**config.mk**
```make
export PLATFORM = sky130hd
export DESIGN_NAME = gl_decode
export DESIGN_NICKNAME = d
export VERILOG_FILES = /design/src/gl_pkg.sv /design/src/gl_decode.sv
export SDC_FILE = /design/constraint.sdc
export NUM_CORES = 1
export LEC_CHECK = 0
export ABC_AREA = 1
export CORE_UTILIZATION = 45
export CTS_CLUSTER_SIZE = 24
export DETAILED_ROUTE_END_ITERATION = 10
export DONT_BUFFER_PORTS = 1
export GPL_TIMING_DRIVEN = 0
export PLACE_DENSITY = 0.57
export SLEW_MARGIN = 20
export SYNTH_ARGS = -nofsm -noshare
export SYNTH_HDL_FRONTEND = slang
export SYNTH_SLANG_ARGS = --single-unit
```
**constraint.sdc**
```tcl
create_clock -name clk -period 3.3 [get_ports clk]
set_clock_uncertainty 0.2 [all_clocks]
set_input_delay 0.33 -clock clk [delete_from_list [all_inputs] [get_ports clk]]
set_output_delay 0.33 -clock clk [all_outputs]
set_load 0.02 [all_outputs]
```
**src/gl_pkg.sv**
```systemverilog
package gl_pkg;

    //////////////////////////////////////////////////
    // Fixed point format and datapath size
    //////////////////////////////////////////////////

    localparam int FRAC_BITS = 16;
    localparam int LANES     = 4;            // One lane per matrix row

    typedef logic signed [31:0] fix_t;       // Q16.16

    localparam fix_t FIX_ONE = fix_t'(1 << FRAC_BITS);

    typedef logic [3:0] elem_idx_t;          // Row in the upper two bits
    typedef logic [1:0] col_idx_t;
    typedef logic [7:0] opcode_t;
    typedef logic       mat_sel_t;           // 0 modelview, 1 projection

    typedef struct packed {
        fix_t e0;
        fix_t e1;
        fix_t e2;
        fix_t e3;
    } vec4_t;

    typedef struct packed {
        vec4_t r0;
        vec4_t r1;
        vec4_t r2;
        vec4_t r3;
    } mat4_t;

    typedef struct packed {
        fix_t red;
        fix_t green;
        fix_t blue;
    } rgb_t;

    //////////////////////////////////////////////////
    // Command opcodes
    //////////////////////////////////////////////////

    localparam opcode_t OP_VERTEX     = 8'h03;
    localparam opcode_t OP_COLOR      = 8'h04;
    localparam opcode_t OP_MATRIXMODE = 8'h10;
    localparam opcode_t OP_MULTMATRIX = 8'h11;
    localparam opcode_t OP_LOADID     = 8'h12;
    localparam opcode_t OP_LOADMATRIX = 8'h13;
    localparam opcode_t OP_DATA       = 8'hF0;   // Operand word

    typedef enum logic [1:0] {
        MV_PASS,
        PROJ_PASS,
        MAT_PASS
    } pass_t;

    typedef enum logic [1:0] {
        TGT_CURRENT,
        TGT_OPERAND,
        TGT_VERTEX
    } wr_target_t;

    typedef struct packed {
        logic       en;
        wr_target_t target;
        elem_idx_t  index;
        fix_t       data;
    } elem_write_t;

    typedef struct packed {
        logic     valid;
        pass_t    pass;
        col_idx_t col;
        mat_sel_t sel;
    } issue_req_t;

    typedef struct packed {
        logic     valid;
        pass_t    pass;
        col_idx_t col;
    } issue_t;

    typedef struct packed {
        logic     valid;
        pass_t    pass;
        col_idx_t col;
        fix_t     value;
    } lane_out_t;

    typedef enum logic [2:0] {
        ST_IDLE,
        ST_WORDS,
        ST_ISSUE,
        ST_WAIT_EYE,
        ST_WAIT_DONE
    } decode_state_t;

    //////////////////////////////////////////////////
    // Element access with e0 and r0 in the top bits
    //////////////////////////////////////////////////

    function automatic fix_t vec_get(vec4_t v, col_idx_t i);
        return v[(3 - int'(i)) * 32 +: 32];
    endfunction

    function automatic vec4_t vec_put(vec4_t v, col_idx_t i, fix_t d);
        vec4_t r;
        r = v;
        r[(3 - int'(i)) * 32 +: 32] = d;
        return r;
    endfunction

    function automatic fix_t mat_get(mat4_t m, elem_idx_t k);
        return m[(15 - int'(k)) * 32 +: 32];
    endfunction

    function automatic mat4_t mat_put(mat4_t m, elem_idx_t k, fix_t d);
        mat4_t r;
        r = m;
        r[(15 - int'(k)) * 32 +: 32] = d;
        return r;
    endfunction

    function automatic vec4_t mat_row(mat4_t m, col_idx_t r);
        return m[(3 - int'(r)) * 128 +: 128];
    endfunction

    function automatic vec4_t mat_col(mat4_t m, col_idx_t c);
        vec4_t v;
        v = '0;
        for (int i = 0; i < 4; i++)
        begin
            v = vec_put(v, col_idx_t'(i), mat_get(m, {col_idx_t'(i), c}));
        end
        return v;
    endfunction

    function automatic mat4_t mat_identity();
        mat4_t m;
        m = '0;
        for (int i = 0; i < 4; i++)
        begin
            m = mat_put(m, {col_idx_t'(i), col_idx_t'(i)}, FIX_ONE);
        end
        return m;
    endfunction

endpackage

```
**src/gl_decode.sv**
```systemverilog
`timescale 1ns/1ps

module gl_decode
(
    input  logic                clk,
    input  logic                rst_n,
    input  logic                cmd_valid,
    input  gl_pkg::opcode_t     cmd_op,
    input  gl_pkg::fix_t        cmd_data,
    input  logic                eye_valid,
    input  logic                commit,
    output logic                busy,
    output gl_pkg::rgb_t        color,
    output gl_pkg::elem_write_t elem_write,
    output logic                load_identity,
    output gl_pkg::issue_req_t  issue_req
);
    import gl_pkg::*;

    decode_state_t state;
    opcode_t       op_q;          // Command that opened the word phase
    elem_idx_t     word_cnt;      // Word index and vertex wait counter
    elem_idx_t     last_idx;
    mat_sel_t      mode;

    logic          req_valid;
    pass_t         req_pass;
    col_idx_t      req_col;

    logic          accept;
    logic          data_strobe;

    assign accept      = cmd_valid && !busy;
    assign data_strobe = accept && (cmd_op == OP_DATA) && (state == ST_WORDS);

    // Load identity acts on the matrix that mode selects
    assign load_identity = accept && (state == ST_IDLE) && (cmd_op == OP_LOADID);

    // sel follows mode for current writes, identity loads and commits
    assign issue_req = '{valid: req_valid, pass: req_pass, col: req_col, sel: mode};

    always_comb
    begin
        case (op_q)
            OP_COLOR:  last_idx = 4'd2;
            OP_VERTEX: last_idx = 4'd3;
            default:   last_idx = 4'd15;    // Both matrix loads
        endcase
    end

    //////////////////////////////////////////////////
    // Streamed words to element writes
    //////////////////////////////////////////////////

    always_comb
    begin
        elem_write.en     = data_strobe && (op_q != OP_COLOR);
        elem_write.target = TGT_CURRENT;
        case (op_q)
            OP_VERTEX:     elem_write.target = TGT_VERTEX;
            OP_MULTMATRIX: elem_write.target = TGT_OPERAND;
            default:       elem_write.target = TGT_CURRENT;
        endcase
        elem_write.index  = word_cnt;
        elem_write.data   = cmd_data;
    end

    //////////////////////////////////////////////////
    // Command FSM
    //////////////////////////////////////////////////

    always_ff @(posedge clk)
    begin
        if (!rst_n)
        begin
            state     <= ST_IDLE;
            op_q      <= OP_DATA;
            word_cnt  <= '0;
            mode      <= 1'b0;
            busy      <= 1'b0;
            color     <= '0;
            req_valid <= 1'b0;
            req_pass  <= MV_PASS;
            req_col   <= '0;
        end
        else
        begin
            req_valid <= 1'b0;
            case (state)
                ST_IDLE:
                begin
                    if (accept)
                    begin
                        case (cmd_op)
                            OP_MATRIXMODE:
                                mode <= cmd_data[0];
                            OP_COLOR, OP_VERTEX, OP_LOADMATRIX, OP_MULTMATRIX:
                            begin
                                op_q     <= cmd_op;
                                word_cnt <= '0;
                                state    <= ST_WORDS;
                            end
                            default: ;              // Load identity needs no state
                        endcase
                    end
                end

                ST_WORDS:
                begin
                    if (data_strobe)
                    begin
                        word_cnt <= word_cnt + 4'd1;
                        if (op_q == OP_COLOR)
                        begin
                            case (word_cnt)
                                4'd0:    color.red   <= cmd_data;
                                4'd1:    color.green <= cmd_data;
                                default: color.blue  <= cmd_data;
                            endcase
                        end
                        if (word_cnt == last_idx)
                        begin
                            case (op_q)
                                OP_VERTEX:
                                begin
                                    busy      <= 1'b1;
                                    req_valid <= 1'b1;
                                    req_pass  <= MV_PASS;
                                    req_col   <= '0;
                                    state     <= ST_WAIT_EYE;
                                end
                                OP_MULTMATRIX:
                                begin
                                    busy      <= 1'b1;
                                    req_valid <= 1'b1;  // Column 0
                                    req_pass  <= MAT_PASS;
                                    req_col   <= '0;
                                    state     <= ST_ISSUE;
                                end
                                default:
                                    state <= ST_IDLE;
                            endcase
                        end
                    end
                end

                ST_ISSUE:
                begin
                    // Columns 1 to 3 back to back
                    req_valid <= 1'b1;
                    req_col   <= req_col + 2'd1;
                    if (req_col == 2'd2)
                        state <= ST_WAIT_DONE;
                end

                ST_WAIT_EYE:
                begin
                    if (eye_valid)
                    begin
                        req_valid <= 1'b1;
                        req_pass  <= PROJ_PASS;
                        word_cnt  <= 4'd2;          // Edges until vertex_valid
                        state     <= ST_WAIT_DONE;
                    end
                end

                ST_WAIT_DONE:
                begin
                    if (req_pass == PROJ_PASS)
                    begin
                        if (word_cnt == '0)
                        begin
                            busy  <= 1'b0;          // Same edge as vertex_valid
                            state <= ST_IDLE;
                        end
                        else
                            word_cnt <= word_cnt - 4'd1;
                    end
                    else if (commit)
                    begin
                        busy  <= 1'b0;              // Matrix written on this edge
                        state <= ST_IDLE;
                    end
                end

                default:
                    state <= ST_IDLE;
            endcase
        end
    end

endmodule

```
==> results.sh <==
export IMPL_status="finished, violations left"
export IMPL_tightest_slew_ns=0.808
export IMPL_drt_iter0_markers=227
export IMPL_violations="DRC"
export IMPL_hold_class="input port to flop"
export IMPL_rows=39
export IMPL_postCtsSetupRepairBufs=0
export IMPL_drc=16
export IMPL_cp_top_family="simple AND/OR/NAND/NOR gates"
export IMPL_cpMostUsedCell="inv_1"
export IMPL_slew_headroom_pct=46.2
export IMPL_die_h_um=112
export IMPL_die_w_um=112
export IMPL_clk_path_buf_depth=2
export IMPL_clk_pin_slew_ns=0.05
export IMPL_cts_root_buffer="clkbuf_16"
export IMPL_yosysWarnings=0
export IMPL_syn_instance_count=688
export IMPL_worstSetupStartpointType="flop"
export IMPL_critPathBufInv=3
export IMPL_final_util_pct=57.3
export IMPL_grt_use_total_pct=23.1
export IMPL_initial_utilization_pct=47.1
export IMPL_n_fill_cell=1054
export IMPL_grt_util_met1_pct=26.7
export IMPL_cts_buffers=17
export IMPL_io_buffers=0
export IMPL_synth_nets=737
export IMPL_clock_latency_ns=0.42
export IMPL_crit_type="flop to output port"
export IMPL_layout_cells_most_common="inv_1"
export IMPL_period_share_pct=79.6
export IMPL_setup_viol=0
export IMPL_worst_endpoint_required_ns=2.77
export IMPL_maxCapViolCount=0
export IMPL_rsz0062_at_grt="no"
export IMPL_synth_top_area_share_pct=43.2
export IMPL_drt_pass1_iterations=8
export IMPL_max_freq_mhz=381
export IMPL_cts_resized=0
export IMPL_wl_per_cell_um=15.5
export IMPL_ant_nets=0
export IMPL_most_common_layout_cells="136 x inv_1, 118 x dfxtp_1, 79 x a21oi_1, 69 x nor2_1"
export IMPL_grt_pass1_vias=4377
export IMPL_endpoint_kind="output port"
export IMPL_avgSynthCellArea_um2=7.95
export IMPL_netlist_area_mm2=0.00547
export IMPL_cts_htree_levels=4
export IMPL_slowest_stage="nor3_1"
export IMPL_worstPathMaxFanout=5
export IMPL_cts_tree="yes"
export IMPL_area_growth_pct=21.6
export IMPL_ys_types=32
export IMPL_ys_top_cells_by_area="dfxtp_1 43%, inv_1 9.3%, a211oi_2 7.3%, a21oi_1 7.2%, o21ai_1 4.9%"
export IMPL_ir_drop_v=0.000320
export IMPL_grt_max_degree=17
export IMPL_grt_pass1_wl_um=22400
export IMPL_crit_chain="nor2_2 > inv_1 > nor2_1 > inv_1 > nor2_1 > inv_1 > nor3_1"
export IMPL_p_per_area_mw_per_mm2=582
export IMPL_p_leak_nw=2.66
export IMPL_place_gp_congestion=0.884
export IMPL_antenna_found_initial=0
export IMPL_hold_viol_final=0
export IMPL_use_met2_pct=39.0
export IMPL_gr_usage_met3_pct=7.61
export IMPL_seq_area_frac_synth_pct=43.2
export IMPL_drive_gt1_share_pct=18.7
export IMPL_synth_largest_area_cell="dfxtp_1"
export IMPL_fin_crit_ns=2.63
export IMPL_place_hpwl_um=9940
export IMPL_busiest_layer="met2"
export IMPL_placeableCoreArea_mm2=0.0116
export IMPL_vias=4511
export IMPL_synth_seq_cells=118
export IMPL_pin_count=188
export IMPL_cts_num_sinks=118
export IMPL_drv_slew=0
export IMPL_via_per_inst=5.01
export IMPL_die_area_mm2=0.0126
export IMPL_fin_tns_setup_ns=0
export IMPL_layout_nets=794
export IMPL_antenna_cells=0
export IMPL_overflow=0
export IMPL_wl_um=14000
export IMPL_crit_path_max_incr_delay_ns=0.57
export IMPL_arrival_ns=2.10
export IMPL_reg2reg_slack_ns=0.77
-- per-layer routing --
| layer | up-vias | wire length [um] | share of wire [%] |
|---|---|---|---|
| li1 | 2275 | - | - |
| met1 | 2038 | 5770 | 41 |
| met2 | 183 | 6790 | 49 |
| met3 | 15 | 1250 | 8.9 |
| met4 | 0 | 170 | 1.2 |
| met5 | - | 0 | 0 |
-- synthesized netlist by cell type (all sizes together) --
library cell	instances
dfxtp	118
nand3	15
nor2	77
o21bai	1
buf	54
inv	140
nand2	58
a21oi	79
xnor2	2
o21ai	79
clkbuf	11
nor3	5
ha	4
or2	3
a31o	1
a31oi	2
o22ai	1
a211oi	32
o211ai	1
nand4	5
-- report_power, final --
group	internal, mW	leakage [nW]	total [mW]	switching [mW]
sequential	1.45	0.951	1.51	0.0580
clock	1.29	0.303	1.92	0.634
combinational	0.164	1.41	0.438	0.274
total	2.90	2.66	3.87	0.966
-- timing repair --
| item | in CTS | in global routing |
|---|---|---|
| setup endpoints to repair | 0 | 0 |
| endpoints found under the hold margin | 102 | 0 |
| hold buffers | 38 | 0 |
-- metrics by stage --
step	instances	total power [mW]	cell area [um2]	setup slack, ns	hold WS (ns)
3_5_place_dp	831	1.93	5650	0.840	0.270
3_3_place_gp	831	1.92	5650	0.882	0.267
5_1_grt	901	4.02	6650	0.538	0.147
2_1_floorplan	688	1.86	5470	1.22	0.257
6_report	901	3.87	6650	0.672	0.117
4_1_cts	901	3.90	6650	0.656	0.107
-- registers in the layout, summed over array words and instances (netlist names) --
name       flops
req_valid      1
busy           1
state          3
req_col        2
word_cnt       4
req_pass       2
color         96
op_q           8
mode           1
-- kinds of logic after synthesis --
logic type / count (synthesis) / share of synthesized area [%]
buffers and inverters: 205 / 18.7
AO/OA/AOI/OAI: 196 / 22.8
AND/OR/NAND/NOR: 163 / 14.2
flip-flops: 118 / 43.2
adder cells (fa/ha/maj): 4 / 0.915
XOR/XNOR: 2 / 0.320
-- final cells by class --
| type | count | area [um2] | share of cell area, % |
|---|---|---|---|
| clock inverter | 7 | 116 | 1.75 |
| clock buffer | 25 | 505 | 7.60 |
| buffer | 65 | 497 | 7.47 |
| tap | 143 | 179 | 2.69 |
| sequential | 118 | 2360 | 35.5 |
| inverter | 140 | 526 | 7.90 |
| timing repair buffer | 38 | 380 | 5.72 |
| multi-input combinational | 365 | 2090 | 31.4 |
-- worst min-delay path, stage by stage --
cell	delay [ns]
nand2_1	0.08
nor2_1	0.07
nand2_1	0.12
a21oi_1	0.08
-- path summary, 6_finish.rpt --
path                             startpoint            end  depth (start not counted)
worst max-delay path               state[1]  load_identity                          7
worst min-delay path              cmd_valid        op_q[0]                          4
worst max register to register  word_cnt[0]    word_cnt[3]                         10
worst min register to register      op_q[0]        op_q[0]                          2
Power figures use the tool's default switching activity.
