`src/gl_pkg.sv`:
```
package gl_pkg;

    //////////////////////////////////////////////////
    // Fixed point format and datapath size
    //////////////////////////////////////////////////

    localparam int FRAC_BITS = 16;
    localparam int LANES     = 4;            // One lane per matrix row

    typedef logic signed [31:0] fix_t;       // Q16.16

    localparam fix_t FIX_ONE = fix_t'(1 << FRAC_BITS);

    typedef logic [3:0] elem_idx_t;          // Row in the upper two bits
    typedef logic [1:0] col_idx_t;
    typedef logic [7:0] opcode_t;
    typedef logic       mat_sel_t;           // 0 modelview, 1 projection

    typedef struct packed {
        fix_t e0;
        fix_t e1;
        fix_t e2;
        fix_t e3;
    } vec4_t;

    typedef struct packed {
        vec4_t r0;
        vec4_t r1;
        vec4_t r2;
        vec4_t r3;
    } mat4_t;

    typedef struct packed {
        fix_t red;
        fix_t green;
        fix_t blue;
    } rgb_t;

    //////////////////////////////////////////////////
    // Command opcodes
    //////////////////////////////////////////////////

    localparam opcode_t OP_VERTEX     = 8'h03;
    localparam opcode_t OP_COLOR      = 8'h04;
    localparam opcode_t OP_MATRIXMODE = 8'h10;
    localparam opcode_t OP_MULTMATRIX = 8'h11;
    localparam opcode_t OP_LOADID     = 8'h12;
    localparam opcode_t OP_LOADMATRIX = 8'h13;
    localparam opcode_t OP_DATA       = 8'hF0;   // Operand word

    typedef enum logic [1:0] {
        MV_PASS,
        PROJ_PASS,
        MAT_PASS
    } pass_t;

    typedef enum logic [1:0] {
        TGT_CURRENT,
        TGT_OPERAND,
        TGT_VERTEX
    } wr_target_t;

    typedef struct packed {
        logic       en;
        wr_target_t target;
        elem_idx_t  index;
        fix_t       data;
    } elem_write_t;

    typedef struct packed {
        logic     valid;
        pass_t    pass;
        col_idx_t col;
        mat_sel_t sel;
    } issue_req_t;

    typedef struct packed {
        logic     valid;
        pass_t    pass;
        col_idx_t col;
    } issue_t;

    typedef struct packed {
        logic     valid;
        pass_t    pass;
        col_idx_t col;
        fix_t     value;
    } lane_out_t;

    typedef enum logic [2:0] {
        ST_IDLE,
        ST_WORDS,
        ST_ISSUE,
        ST_WAIT_EYE,
        ST_WAIT_DONE
    } decode_state_t;

    //////////////////////////////////////////////////
    // Element access with e0 and r0 in the top bits
    //////////////////////////////////////////////////

    function automatic fix_t vec_get(vec4_t v, col_idx_t i);
        return v[(3 - int'(i)) * 32 +: 32];
    endfunction

    function automatic vec4_t vec_put(vec4_t v, col_idx_t i, fix_t d);
        vec4_t r;
        r = v;
        r[(3 - int'(i)) * 32 +: 32] = d;
        return r;
    endfunction

    function automatic fix_t mat_get(mat4_t m, elem_idx_t k);
        return m[(15 - int'(k)) * 32 +: 32];
    endfunction

    function automatic mat4_t mat_put(mat4_t m, elem_idx_t k, fix_t d);
        mat4_t r;
        r = m;
        r[(15 - int'(k)) * 32 +: 32] = d;
        return r;
    endfunction

    function automatic vec4_t mat_row(mat4_t m, col_idx_t r);
        return m[(3 - int'(r)) * 128 +: 128];
    endfunction

    function automatic vec4_t mat_col(mat4_t m, col_idx_t c);
        vec4_t v;
        v = '0;
        for (int i = 0; i < 4; i++)
        begin
            v = vec_put(v, col_idx_t'(i), mat_get(m, {col_idx_t'(i), c}));
        end
        return v;
    endfunction

    function automatic mat4_t mat_identity();
        mat4_t m;
        m = '0;
        for (int i = 0; i < 4; i++)
        begin
            m = mat_put(m, {col_idx_t'(i), col_idx_t'(i)}, FIX_ONE);
        end
        return m;
    endfunction

endpackage

```
`src/matrix_collect.sv`:
```
`timescale 1ns/1ps

module matrix_collect
(
    input  logic              clk,
    input  logic              rst_n,
    input  gl_pkg::lane_out_t results [gl_pkg::LANES],
    output logic              eye_valid,
    output gl_pkg::vec4_t     eye,
    output logic              vertex_valid,
    output gl_pkg::vec4_t     vertex,
    output logic              commit,
    output gl_pkg::mat4_t     product
);
    import gl_pkg::*;

    vec4_t lane_vec;
    mat4_t product_next;
    logic  res_valid;
    pass_t res_pass;

    // All lanes carry the same tag
    assign res_valid = results[0].valid;
    assign res_pass  = results[0].pass;

    always_comb
    begin
        lane_vec     = '0;
        product_next = product;
        for (int i = 0; i < LANES; i++)
        begin
            lane_vec     = vec_put(lane_vec, col_idx_t'(i), results[i].value);
            product_next = mat_put(product_next, {col_idx_t'(i), results[0].col},
                                   results[i].value);
        end
    end

    always_ff @(posedge clk)
    begin
        if (!rst_n)
        begin
            eye_valid    <= 1'b0;
            vertex_valid <= 1'b0;
            commit       <= 1'b0;
        end
        else
        begin
            eye_valid    <= res_valid && res_pass == MV_PASS;
            vertex_valid <= res_valid && res_pass == PROJ_PASS;
            commit       <= res_valid && res_pass == MAT_PASS && results[0].col == 2'd3;
        end
        if (res_valid && res_pass == MV_PASS)
            eye <= lane_vec;
        if (res_valid && res_pass == PROJ_PASS)
            vertex <= lane_vec;
        if (res_valid && res_pass == MAT_PASS)
            product <= product_next;        // One column per result
    end

endmodule

```
`config.mk`:
```
export PLATFORM = sky130hd
export DESIGN_NAME = matrix_collect
export DESIGN_NICKNAME = d
export VERILOG_FILES = /design/src/gl_pkg.sv /design/src/matrix_collect.sv
export SDC_FILE = /design/constraint.sdc
export NUM_CORES = 1
export LEC_CHECK = 0
export ABC_AREA = 1
export BUFFER_PORTS_ARGS = -buffer_cell sky130_fd_sc_hd__clkbuf_2
export CAP_MARGIN = 20
export CORE_AREA = 5 5 353 355
export CTS_BUF_LIST = sky130_fd_sc_hd__clkbuf_8
export CTS_CLUSTER_DIAMETER = 100
export DETAILED_ROUTE_END_ITERATION = 10
export DIE_AREA = 0 0 358 360
export PLACE_DENSITY = 0.46
export SYNTH_ARGS = -nofsm -noshare
export SYNTH_HDL_FRONTEND = slang
export SYNTH_SLANG_ARGS = --single-unit
```
`constraint.sdc`:
```
create_clock -name clk -period 7.6 [get_ports clk]
set_input_delay 1.52 -clock clk [delete_from_list [all_inputs] [get_ports clk]]
set_output_delay 1.52 -clock clk [all_outputs]
set_load 0.05 [all_outputs]
```
==> results of run 1 <==
## cells in the final DEF (no fill, tap or decap)
| cell type | instances |
|---|---|
| sky130_fd_sc_hd__dfxtp_1 | 3 |
| sky130_fd_sc_hd__o21ai_1 | 2 |
| sky130_fd_sc_hd__edfxtp_1 | 768 |
| sky130_fd_sc_hd__clkinvlp_4 | 5 |
| sky130_fd_sc_hd__buf_16 | 2 |
| sky130_fd_sc_hd__clkinv_4 | 1 |
| sky130_fd_sc_hd__buf_12 | 5 |
| sky130_fd_sc_hd__nand2_2 | 4 |
| sky130_fd_sc_hd__o21ai_0 | 65 |
| sky130_fd_sc_hd__nand2_1 | 612 |
| sky130_fd_sc_hd__clkinv_8 | 4 |
| sky130_fd_sc_hd__nor3_2 | 4 |
| sky130_fd_sc_hd__ha_1 | 6 |
| sky130_fd_sc_hd__nand2_4 | 3 |
| sky130_fd_sc_hd__clkinv_2 | 9 |
| sky130_fd_sc_hd__ha_4 | 1 |
| sky130_fd_sc_hd__inv_2 | 6 |
| sky130_fd_sc_hd__ha_2 | 1 |
| sky130_fd_sc_hd__clkbuf_2 | 904 |
| sky130_fd_sc_hd__inv_6 | 5 |
| sky130_fd_sc_hd__nor3_1 | 92 |
| sky130_fd_sc_hd__clkbuf_8 | 143 |
| sky130_fd_sc_hd__nor2_4 | 15 |
| sky130_fd_sc_hd__nor2_1 | 353 |
| sky130_fd_sc_hd__nand3_2 | 1 |
| sky130_fd_sc_hd__nand4_1 | 32 |
| sky130_fd_sc_hd__inv_4 | 1 |
| sky130_fd_sc_hd__inv_8 | 3 |
| sky130_fd_sc_hd__inv_1 | 278 |
| sky130_fd_sc_hd__clkinv_1 | 27 |
| sky130_fd_sc_hd__bufinv_16 | 3 |
| sky130_fd_sc_hd__buf_4 | 32 |
| sky130_fd_sc_hd__diode_2 | 6 |
| sky130_fd_sc_hd__buf_8 | 1 |
| sky130_fd_sc_hd__nand3_1 | 65 |
## worst paths after layout
check                   startpoint                     end  slack, ns  depth (start not counted)
worst max-delay path  results[143]  product[331]$_DFFE_PP_       3.33                          9
worst min-delay path   results[21]       eye[21]$_DFFE_PP_       0.86                          1
## registers in the layout, summed over array words and instances, names as in the netlist
name,count
vertex,128
commit,1
eye_valid,1
vertex_valid,1
product,512
eye,128
## power by group through the flow
stage / Sequential (mW) / Combinational (mW) / Clock (mW)
after floorplan: 5.31 / 0.253 / 0
after global placement: 4.90 / 1.07 / 0
after detailed placement: 4.90 / 1.07 / 0
after CTS: 4.82 / 1.07 / 3.87
after global routing: 4.82 / 1.12 / 4.07
final: 4.82 / 1.06 / 3.73
## layer usage
layer	wire length [µm]	GRT usage, %	share of wire, %
met5	13	0	0.0096
met4	5080	7.83	3.8
met2	61800	31.7	46
met3	13100	7.61	9.7
met1	54800	25.3	41
## final cells by class
class	count	share of cell area, %
Inverter	241	2.33
Multi-Input combinational cell	1256	13.7
Sequential cell	771	59.4
Clock inverter	101	1.52
Antenna cell	6	0.0386
Tap cell	1625	5.23
Timing Repair Buffer	944	12.7
Clock buffer	143	5.06
## cell families after synthesis
family / Yosys count / synth area share (%)
adder cells (fa/ha/maj): 8 / 0.335
buffers and inverters: 372 / 5.27
AND/OR/NAND/NOR: 1181 / 16.0
AO/OA/AOI/OAI: 67 / 1.12
flip-flops: 771 / 77.3
==> results.md, run 1 <==
* Post-synthesis cell type with the largest combined area: sky130_fd_sc_hd__edfxtp_1
* Number of design rule violations left after detail routing at 0
* Number of fillers in the final layout at 12,600
* Startpoint types: input pin
* Worst slew pin tran at 1.05 ns
* Vertical die dimension at 360 µm
* Internal cell power at 6.82 mW
* Fraction of the core area covered by cells at the end of the flow at 32.1%
* Total wire length after detailed routing at 135,000 µm
* Routed via count at 22,400
* TritonCTS clock tree: done
* Area grow syn2layout at 30.1%
* Post-layout instance count excluding filler cells at 5,087
* Post-route ant nets at 0
* Routed wirelength normalized by instance count at 26.5 µm
* Largest stage delay on the critical path at 0.74 ns
* Number of I/O pins at 921
* Top post-synthesis cells by area: sky130_fd_sc_hd__edfxtp_1 77%, sky130_fd_sc_hd__nand2_1 7.7%, sky130_fd_sc_hd__nor2_1 4.5%
* Post-synth EDFFs at 768
* Most common cell in the synthesized netlist: sky130_fd_sc_hd__edfxtp_1
* Post-synthesis cell type count at 23
* Post-place setup slack at 2.33 ns
* Wire length of the first global-routing pass at 181,000 µm
* Reg clk slew, reported paths at 0.06 ns
* Part of the power in combinational logic at 11.0%
* Initial antenna violation count at 18
* Outcome: completed
* Total Nets Final at 3,514
* Post-route minimum period at 4.27 ns
* Switching power total at 2.79 mW
* Sum of negative setup slack at 0 ns
* Max-Cap Viols at 0
* Share of synthesized area occupied by flip-flops and latches at 77.3%
* Final GP Congestion at 0.811
* Fraction of synthesis flops using an asynchronous set or reset pin at 0%
* Share of power burned in registers at 50.1%
* Design area at 38,900 µm²
* Area used by multi-input combinational logic at 5340 µm²
* # placed instances at 4,836
* Vias in the first global route at 22,000
* Post-DR vias/cell at 4.40
* IO Port Bufs at 905
* Post-placement cell area at 36,300 µm²
* Most frequent cells after synthesis: 768 x sky130_fd_sc_hd__edfxtp_1, 617 x sky130_fd_sc_hd__nand2_1, 362 x sky130_fd_sc_hd__nor2_1, 236 x sky130_fd_sc_hd__inv_1, 92 x sky130_fd_sc_hd__nor3_1
* Buffers inserted by post-CTS timing repair at 0
* Number of levels the H-tree was split into at 4
* Type of destination of the critical path: flop
* Synth Net Count at 2,557
* Yosys reg bits at 771
* Pin count of the biggest net entering global routing at 94
* Number of buffers added by the clock tree synthesis step at 142
* Worst-case setup margin in the final layout at 3.33 ns
* X dimension of the die at 358 µm
* Share of total power in the clock network at 38.8%
* Total grt overflow at 0
* Areal power density over the cells at 247 nW/µm²
* Mapped cell area at 29,900 µm²
* Final period util at 56.2%
* Total leakage power at 15.2 nW
* Core area at 121,000 µm²
* Number of instances resized during post-cts repair at 0
* PnR Total Power at 9.61 mW
* Post-detailed-placement half-perimeter wirelength at 95,800 µm
* Max rail drop VDD at 160 µV
* Slew HR at 30.2%
* Worst setup path category: input pin to flop
* Max Slew Vio Count at 0
* Worst EP arrival at 4.99 ns
* Synthesized area per cell at 12.5 µm²
* Crit Path Max Fanout at 61
* Data required, critical path at 8.32 ns
* Initial detailed-routing violation count at 2,016
* Overall track demand over capacity in global routing at 20.2%
* Effective utilization at floorplan at 24.7%
* Footprint of the flip-flops and latches at 23,100 µm²
* Final Hold Violating Endpoints at 0
* Crit path buf inv count at 5
* Slowest CP cell: sky130_fd_sc_hd__inv_2
* Hold_buf cts at 0
* Sw frac at 29.0%
* Clock sink count at 771
* Ratio of cells with drive above 1 in the final layout at 33.4%
* Clock tree buffer depth at 3
* Top cell type's share of synthesized area at 77.1%
* Endpoints failing setup at 0
* Unrepaired setup endpoints after global routing: no
* Hold WS at 0.861 ns
* Total Die Area at 129,000 µm²
* Std cell rows at 128
* Dominant synthesized flop cell: sky130_fd_sc_hd__edfxtp_1
* Hold WC Path Type: input pin to flop
* Synth warnings at 0
* DR pass1 iterations at 7
* Maximum frequency from static timing analysis at 234 MHz
* Clock root buffer master: sky130_fd_sc_hd__clkbuf_8
* Post-Syn Instances at 2,399
* CP top delay family: buffers and inverters
* Worst-path cell chain: buf_8 -> inv_4 -> ha_4 -> nand2_2 -> buf_4 -> inv_2 -> nand2_2 -> buf_4 -> nor2_1
(Power assumes the default switching activity.)
==> inputs of run 2 (changes only) <==
PLACE_DENSITY = 0.45   (was 0.46)
clock period = 4.5 ns   (was 7.6 ns; I/O delays follow)
==> results.md, run 2 (synthesized netlist as in run 1, its figures left out) <==
* Number of fillers in the final layout at 12,700
* Post-DR vias/cell at 4.34
* Max-Cap Viols at 0
* Area used by multi-input combinational logic at 5340 µm²
* Switching power total at 4.70 mW
* Final Hold Violating Endpoints at 0
* Clock root buffer master: sky130_fd_sc_hd__clkbuf_8
* Final period util at 58.9%
* Worst setup path category: input pin to flop
* Total Nets Final at 3,529
* Part of the power in combinational logic at 11.0%
* Slew HR at 28.2%
* Initial antenna violation count at 10
* Crit Path Max Fanout at 65
* Post-route minimum period at 2.65 ns
* Routed via count at 22,100
* Share of power burned in registers at 49.8%
* Worst-path cell chain: buf_8 -> inv_4 -> ha_4 -> nor2_1 -> nand2_4 -> buf_4 -> o21ai_0
* Clock sink count at 771
* Data required, critical path at 5.09 ns
* Std cell rows at 128
* Register name with the most flops: product
* Pin count of the biggest net entering global routing at 89
* Sum of negative setup slack at 0 ns
* Clock tree buffer depth at 3
* Vertical die dimension at 360 µm
* Largest stage delay on the critical path at 0.56 ns
* Top library cells by usage in the layout, fill and taps aside: 904 x sky130_fd_sc_hd__clkbuf_2, 768 x sky130_fd_sc_hd__edfxtp_1, 612 x sky130_fd_sc_hd__nand2_1
* Hold_buf cts at 0
* Post-route ant nets at 0
* Top flop regs: product (512), eye (128), vertex (128)
* Routed wirelength normalized by instance count at 26.1 µm
* Instance count along the most critical hold path at 1
* Max Slew Vio Count at 0
* Number of buffers added by the clock tree synthesis step at 145
* IO Port Bufs at 905
* Number of instances resized during post-cts repair at 0
* Number of I/O pins at 921
* Source of the worst hold timing path: results[19]
* Core area at 121,000 µm²
* Effective utilization at floorplan at 24.7%
* Wire length of the first global-routing pass at 179,000 µm
* Post-detailed-placement half-perimeter wirelength at 96,200 µm
* Max rail drop VDD at 253 µV
* Fraction of the core area covered by cells at the end of the flow at 32.3%
* Internal cell power at 11.6 mW
* Number of design rule violations left after detail routing at 0
* DR pass1 iterations at 5
* TritonCTS clock tree: done
* Maximum frequency from static timing analysis at 377 MHz
* Buffers inserted by post-CTS timing repair at 0
* Most common cell after layout, fill and taps aside: sky130_fd_sc_hd__clkbuf_2
* Total wire length after detailed routing at 133,000 µm
* Sw frac at 28.8%
* Reg clk slew, reported paths at 0.05 ns
* X dimension of the die at 358 µm
* Overall track demand over capacity in global routing at 19.9%
* Footprint of the flip-flops and latches at 23,100 µm²
* Vias in the first global route at 21,700
* Hold Path End: eye[19]$_DFFE_PP_
* Unrepaired setup endpoints after global routing: no
* Area grow syn2layout at 30.8%
* Hold WC Path Type: input pin to flop
* Type of destination of the critical path: flop
* Share of total power in the clock network at 39.2%
* Outcome: completed
* Worst slew pin tran at 1.08 ns
* Worst EP arrival at 3.24 ns
* Total grt overflow at 0
* Endpoints failing setup at 0
* Ratio of cells with drive above 1 in the final layout at 33.5%
* Number of levels the H-tree was split into at 4
* Slowest CP cell: sky130_fd_sc_hd__ha_4
* Total Die Area at 129,000 µm²
* Final GP Congestion at 0.821
* Number of flip-flops under the largest register name at 512
* Startpoint types: input pin
* Total leakage power at 15.3 nW
* Initial detailed-routing violation count at 1,911
* Areal power density over the cells at 417 nW/µm²
## run 2: cell count changes in the layout (fill, tap and decap cells not counted), sizes merged
cell	previous run	this run
clkinvlp	5	3
clkbuf	1047	1053
clkinv	41	44
inv	293	291
buf	40	52
diode	6	7
## run 2: layer usage
metal	track usage [%]	part of all wire (%)	vias up
met5	0	0	-
met1	24.7	41	11100
met4	5.51	2.2	0
li1	-	-	10000
met3	6.46	8.1	165
met2	33.5	49	879
## run 2: worst max-delay path, delay by kind of cell
kind | cells | cell delay (ns)
adders and majority gates | 1 | 0.56
AOI/OAI and AO/OA | 1 | 0.15
buffers and inverters | 3 | 0.95
and+or+nand+nor | 2 | 0.62
## run 2: power groups by stage
stage / Sequential (mW) / Combinational [mW] / Clock [mW]
floorplan: 8.96 / 0.429 / 0
global placement: 8.27 / 1.82 / 0
detailed placement: 8.28 / 1.82 / 0
CTS: 8.13 / 1.82 / 6.63
global route: 8.14 / 1.88 / 6.95
finish: 8.13 / 1.79 / 6.39
## run 2: metrics by stage
| step | hold WS, ns | setup slack [ns] | cells | area [µm²] | power (mW) |
|---|---|---|---|---|---|
| final | 0.224 | 1.85 | 5105 | 39100 | 16.3 |
| after global routing | 0.142 | 1.76 | 5099 | 39100 | 17.0 |
| after CTS | 0.0766 | 1.82 | 5098 | 39100 | 16.6 |
| after detailed placement | 1.11 | 0.906 | 4849 | 36500 | 10.1 |
| after global placement | 1.11 | 0.910 | 4849 | 36500 | 10.1 |
| after floorplan | 0.979 | -0.315 | 2399 | 29900 | 9.39 |
## run 2: worst max path at each step
stage / end / cells after the start / from
after floorplan: eye[0]$_DFFE_PP_ / 3 / results[146]
after global placement: product[414]$_DFFE_PP_ / 7 / results[143]
after global routing: product[101]$_DFFE_PP_ / 9 / results[143]
after detailed placement: product[384]$_DFFE_PP_ / 7 / results[143]
after CTS: product[509] / 1 / product[509]$_DFFE_PP_
final: product[384]$_DFFE_PP_ / 7 / results[143]
## run 2: area by class of cell
type	count	area share, %
antenna	7	0.0448
clock buffer	149	5.24
clock inverter	100	1.44
inverter	241	2.32
multi-input combinational	1256	13.6
sequential	771	59.1
tap	1625	5.20
timing repair buffer	956	13.0
==> inputs of run 3 (changes only) <==
PLACE_DENSITY = 0.46   (was 0.45)
clock period = 2.2 ns   (was 4.5 ns; I/O delays follow)
==> results.md, run 3 (synthesized netlist as in run 1, its figures left out) <==
* Worst-path cell chain: clkbuf_2
* Total leakage power at 16.6 nW
* Number of design rule violations left after detail routing at 0
* Outcome: completed
* Data required, critical path at 1.76 ns
* Post-DR vias/cell at 4.29
* Post-route ant nets at 0
* Total wire length after detailed routing at 135,000 µm
* Final GP Congestion at 0.833
* Hold WC Path Type: input pin to flop
* Crit path buf inv count at 1
* Buffers inserted by post-CTS timing repair at 0
* CP top delay family: flip-flops
* Sum of negative setup slack at 0 ns
* Overall track demand over capacity in global routing at 20.4%
* Core area at 121,000 µm²
* Area grow syn2layout at 40.3%
* Design area at 42,000 µm²
* Slowest CP cell: sky130_fd_sc_hd__edfxtp_1
* X dimension of the die at 358 µm
* Ratio of cells with drive above 1 in the final layout at 34.8%
* Total Die Area at 129,000 µm²
* Reg clk slew, reported paths at 0.06 ns
* IO Port Bufs at 905
* Post-route minimum period at 2.08 ns
* Number of buffers added by the clock tree synthesis step at 142
* Top library cells by usage in the layout, fill and taps aside: 899 x sky130_fd_sc_hd__clkbuf_2, 768 x sky130_fd_sc_hd__edfxtp_1, 611 x sky130_fd_sc_hd__nand2_1
* Clock tree buffer depth at 3
* Initial antenna violation count at 8
* Maximum frequency from static timing analysis at 480 MHz
* Vertical die dimension at 360 µm
* Fraction of the core area covered by cells at the end of the flow at 34.7%
* Max Slew Vio Count at 0
* Effective utilization at floorplan at 24.7%
* Initial detailed-routing violation count at 1,680
* Number of fillers in the final layout at 12,300
* Unrepaired setup endpoints after global routing: no
* Total grt overflow at 0
* Wire length of the first global-routing pass at 183,000 µm
* Top flop regs: product (512), eye (128), vertex (128)
* Clock root buffer master: sky130_fd_sc_hd__clkbuf_8
* PnR Total Power at 33.8 mW
* Final period util at 94.7%
* Worst EP arrival at 1.64 ns
* Endpoints failing setup at 0
* Routed via count at 23,000
* Post-placement cell area at 38,000 µm²
* Crit Path Max Fanout at 1
* Startpoint types: flop
* Worst slew pin tran at 1.07 ns
* Max-Cap Viols at 0
* Vias in the first global route at 23,100
* Final Hold Violating Endpoints at 0
* WP depth at 1
* Register name with the most flops: product
* Pin count of the biggest net entering global routing at 66
* Number of levels the H-tree was split into at 4
* Worst setup path category: flop to primary output
* Slew HR at 28.7%
* Total Nets Final at 3,780
* Clock sink count at 771
* Worst-case setup margin in the final layout at 0.117 ns
* Post-place setup slack at -0.0981 ns
* Routed wirelength normalized by instance count at 25.2 µm
* Instance count along the most critical hold path at 4
* Areal power density over the cells at 805 nW/µm²
* Type of destination of the critical path: primary output
* Post-detailed-placement half-perimeter wirelength at 102,000 µm
* TritonCTS clock tree: done
* Max rail drop VDD at 522 µV
* Std cell rows at 128
* Number of I/O pins at 921
* Most common cell after layout, fill and taps aside: sky130_fd_sc_hd__clkbuf_2
* Largest stage delay on the critical path at 0.47 ns
* DR pass1 iterations at 7
* Number of flip-flops under the largest register name at 512
## run 3: changes by cell type in the layout (fill, tap and decap cells not counted), moves of 3 or more
cell	before	now
sky130_fd_sc_hd__buf_12	14	56
sky130_fd_sc_hd__buf_4	37	117
sky130_fd_sc_hd__clkbuf_2	904	899
sky130_fd_sc_hd__clkinv_1	33	29
sky130_fd_sc_hd__clkinv_8	4	1
sky130_fd_sc_hd__dlygate4sd3_1	0	133
sky130_fd_sc_hd__inv_1	279	271
## run 3: layout make-up
type | count | area, µm² | area share (%)
tap | 1625 | 2030 | 4.85
sequential | 771 | 23100 | 55.1
clock inverter | 94 | 558 | 1.33
antenna | 8 | 20.0 | 0.0477
timing repair buffer | 1210 | 7890 | 18.8
multi-input combinational | 1256 | 5380 | 12.8
inverter | 241 | 923 | 2.20
clock buffer | 148 | 2040 | 4.85
## run 3: routing by layer
metal	wire [µm]	part of all wire [%]	global-route usage [%]	vias to the layer above
met4	6570	4.9	9.30	0
met3	11600	8.6	6.86	264
met2	62600	46	32.6	1068
li1	-	-	-	10500
met1	54400	40	25.0	11100
met5	0	0	0	-
## run 3: where the power goes
group	leakage [nW]	internal [mW]	switching (mW)
Clock	1.47	6.80	6.25
Combinational	9.09	0.920	3.16
Sequential	6.03	16.5	0.114
Total	16.6	24.2	9.52
## run 3: per-stage QoR
stage	hold slack, ns	cells
after floorplan	0.518	2399
after global placement	0.651	4970
after detailed placement	0.651	4970
after CTS	0.108	5345
after global routing	0.157	5350
final	0.248	5353
## run 3: timing repair
item | in CTS | in global routing
setup endpoints to repair | 4 | 1
hold buffers | 133 | 0
gates resized for setup | 6 | 3
endpoints found under the hold margin | 467 | 0
## run 3: worst paths after layout
path / from / endpoint / slack [ns]
max: product[263]$_DFFE_PP_ / product[263] / 0.12
min: results[143] / product[352]$_DFFE_PP_ / 0.25
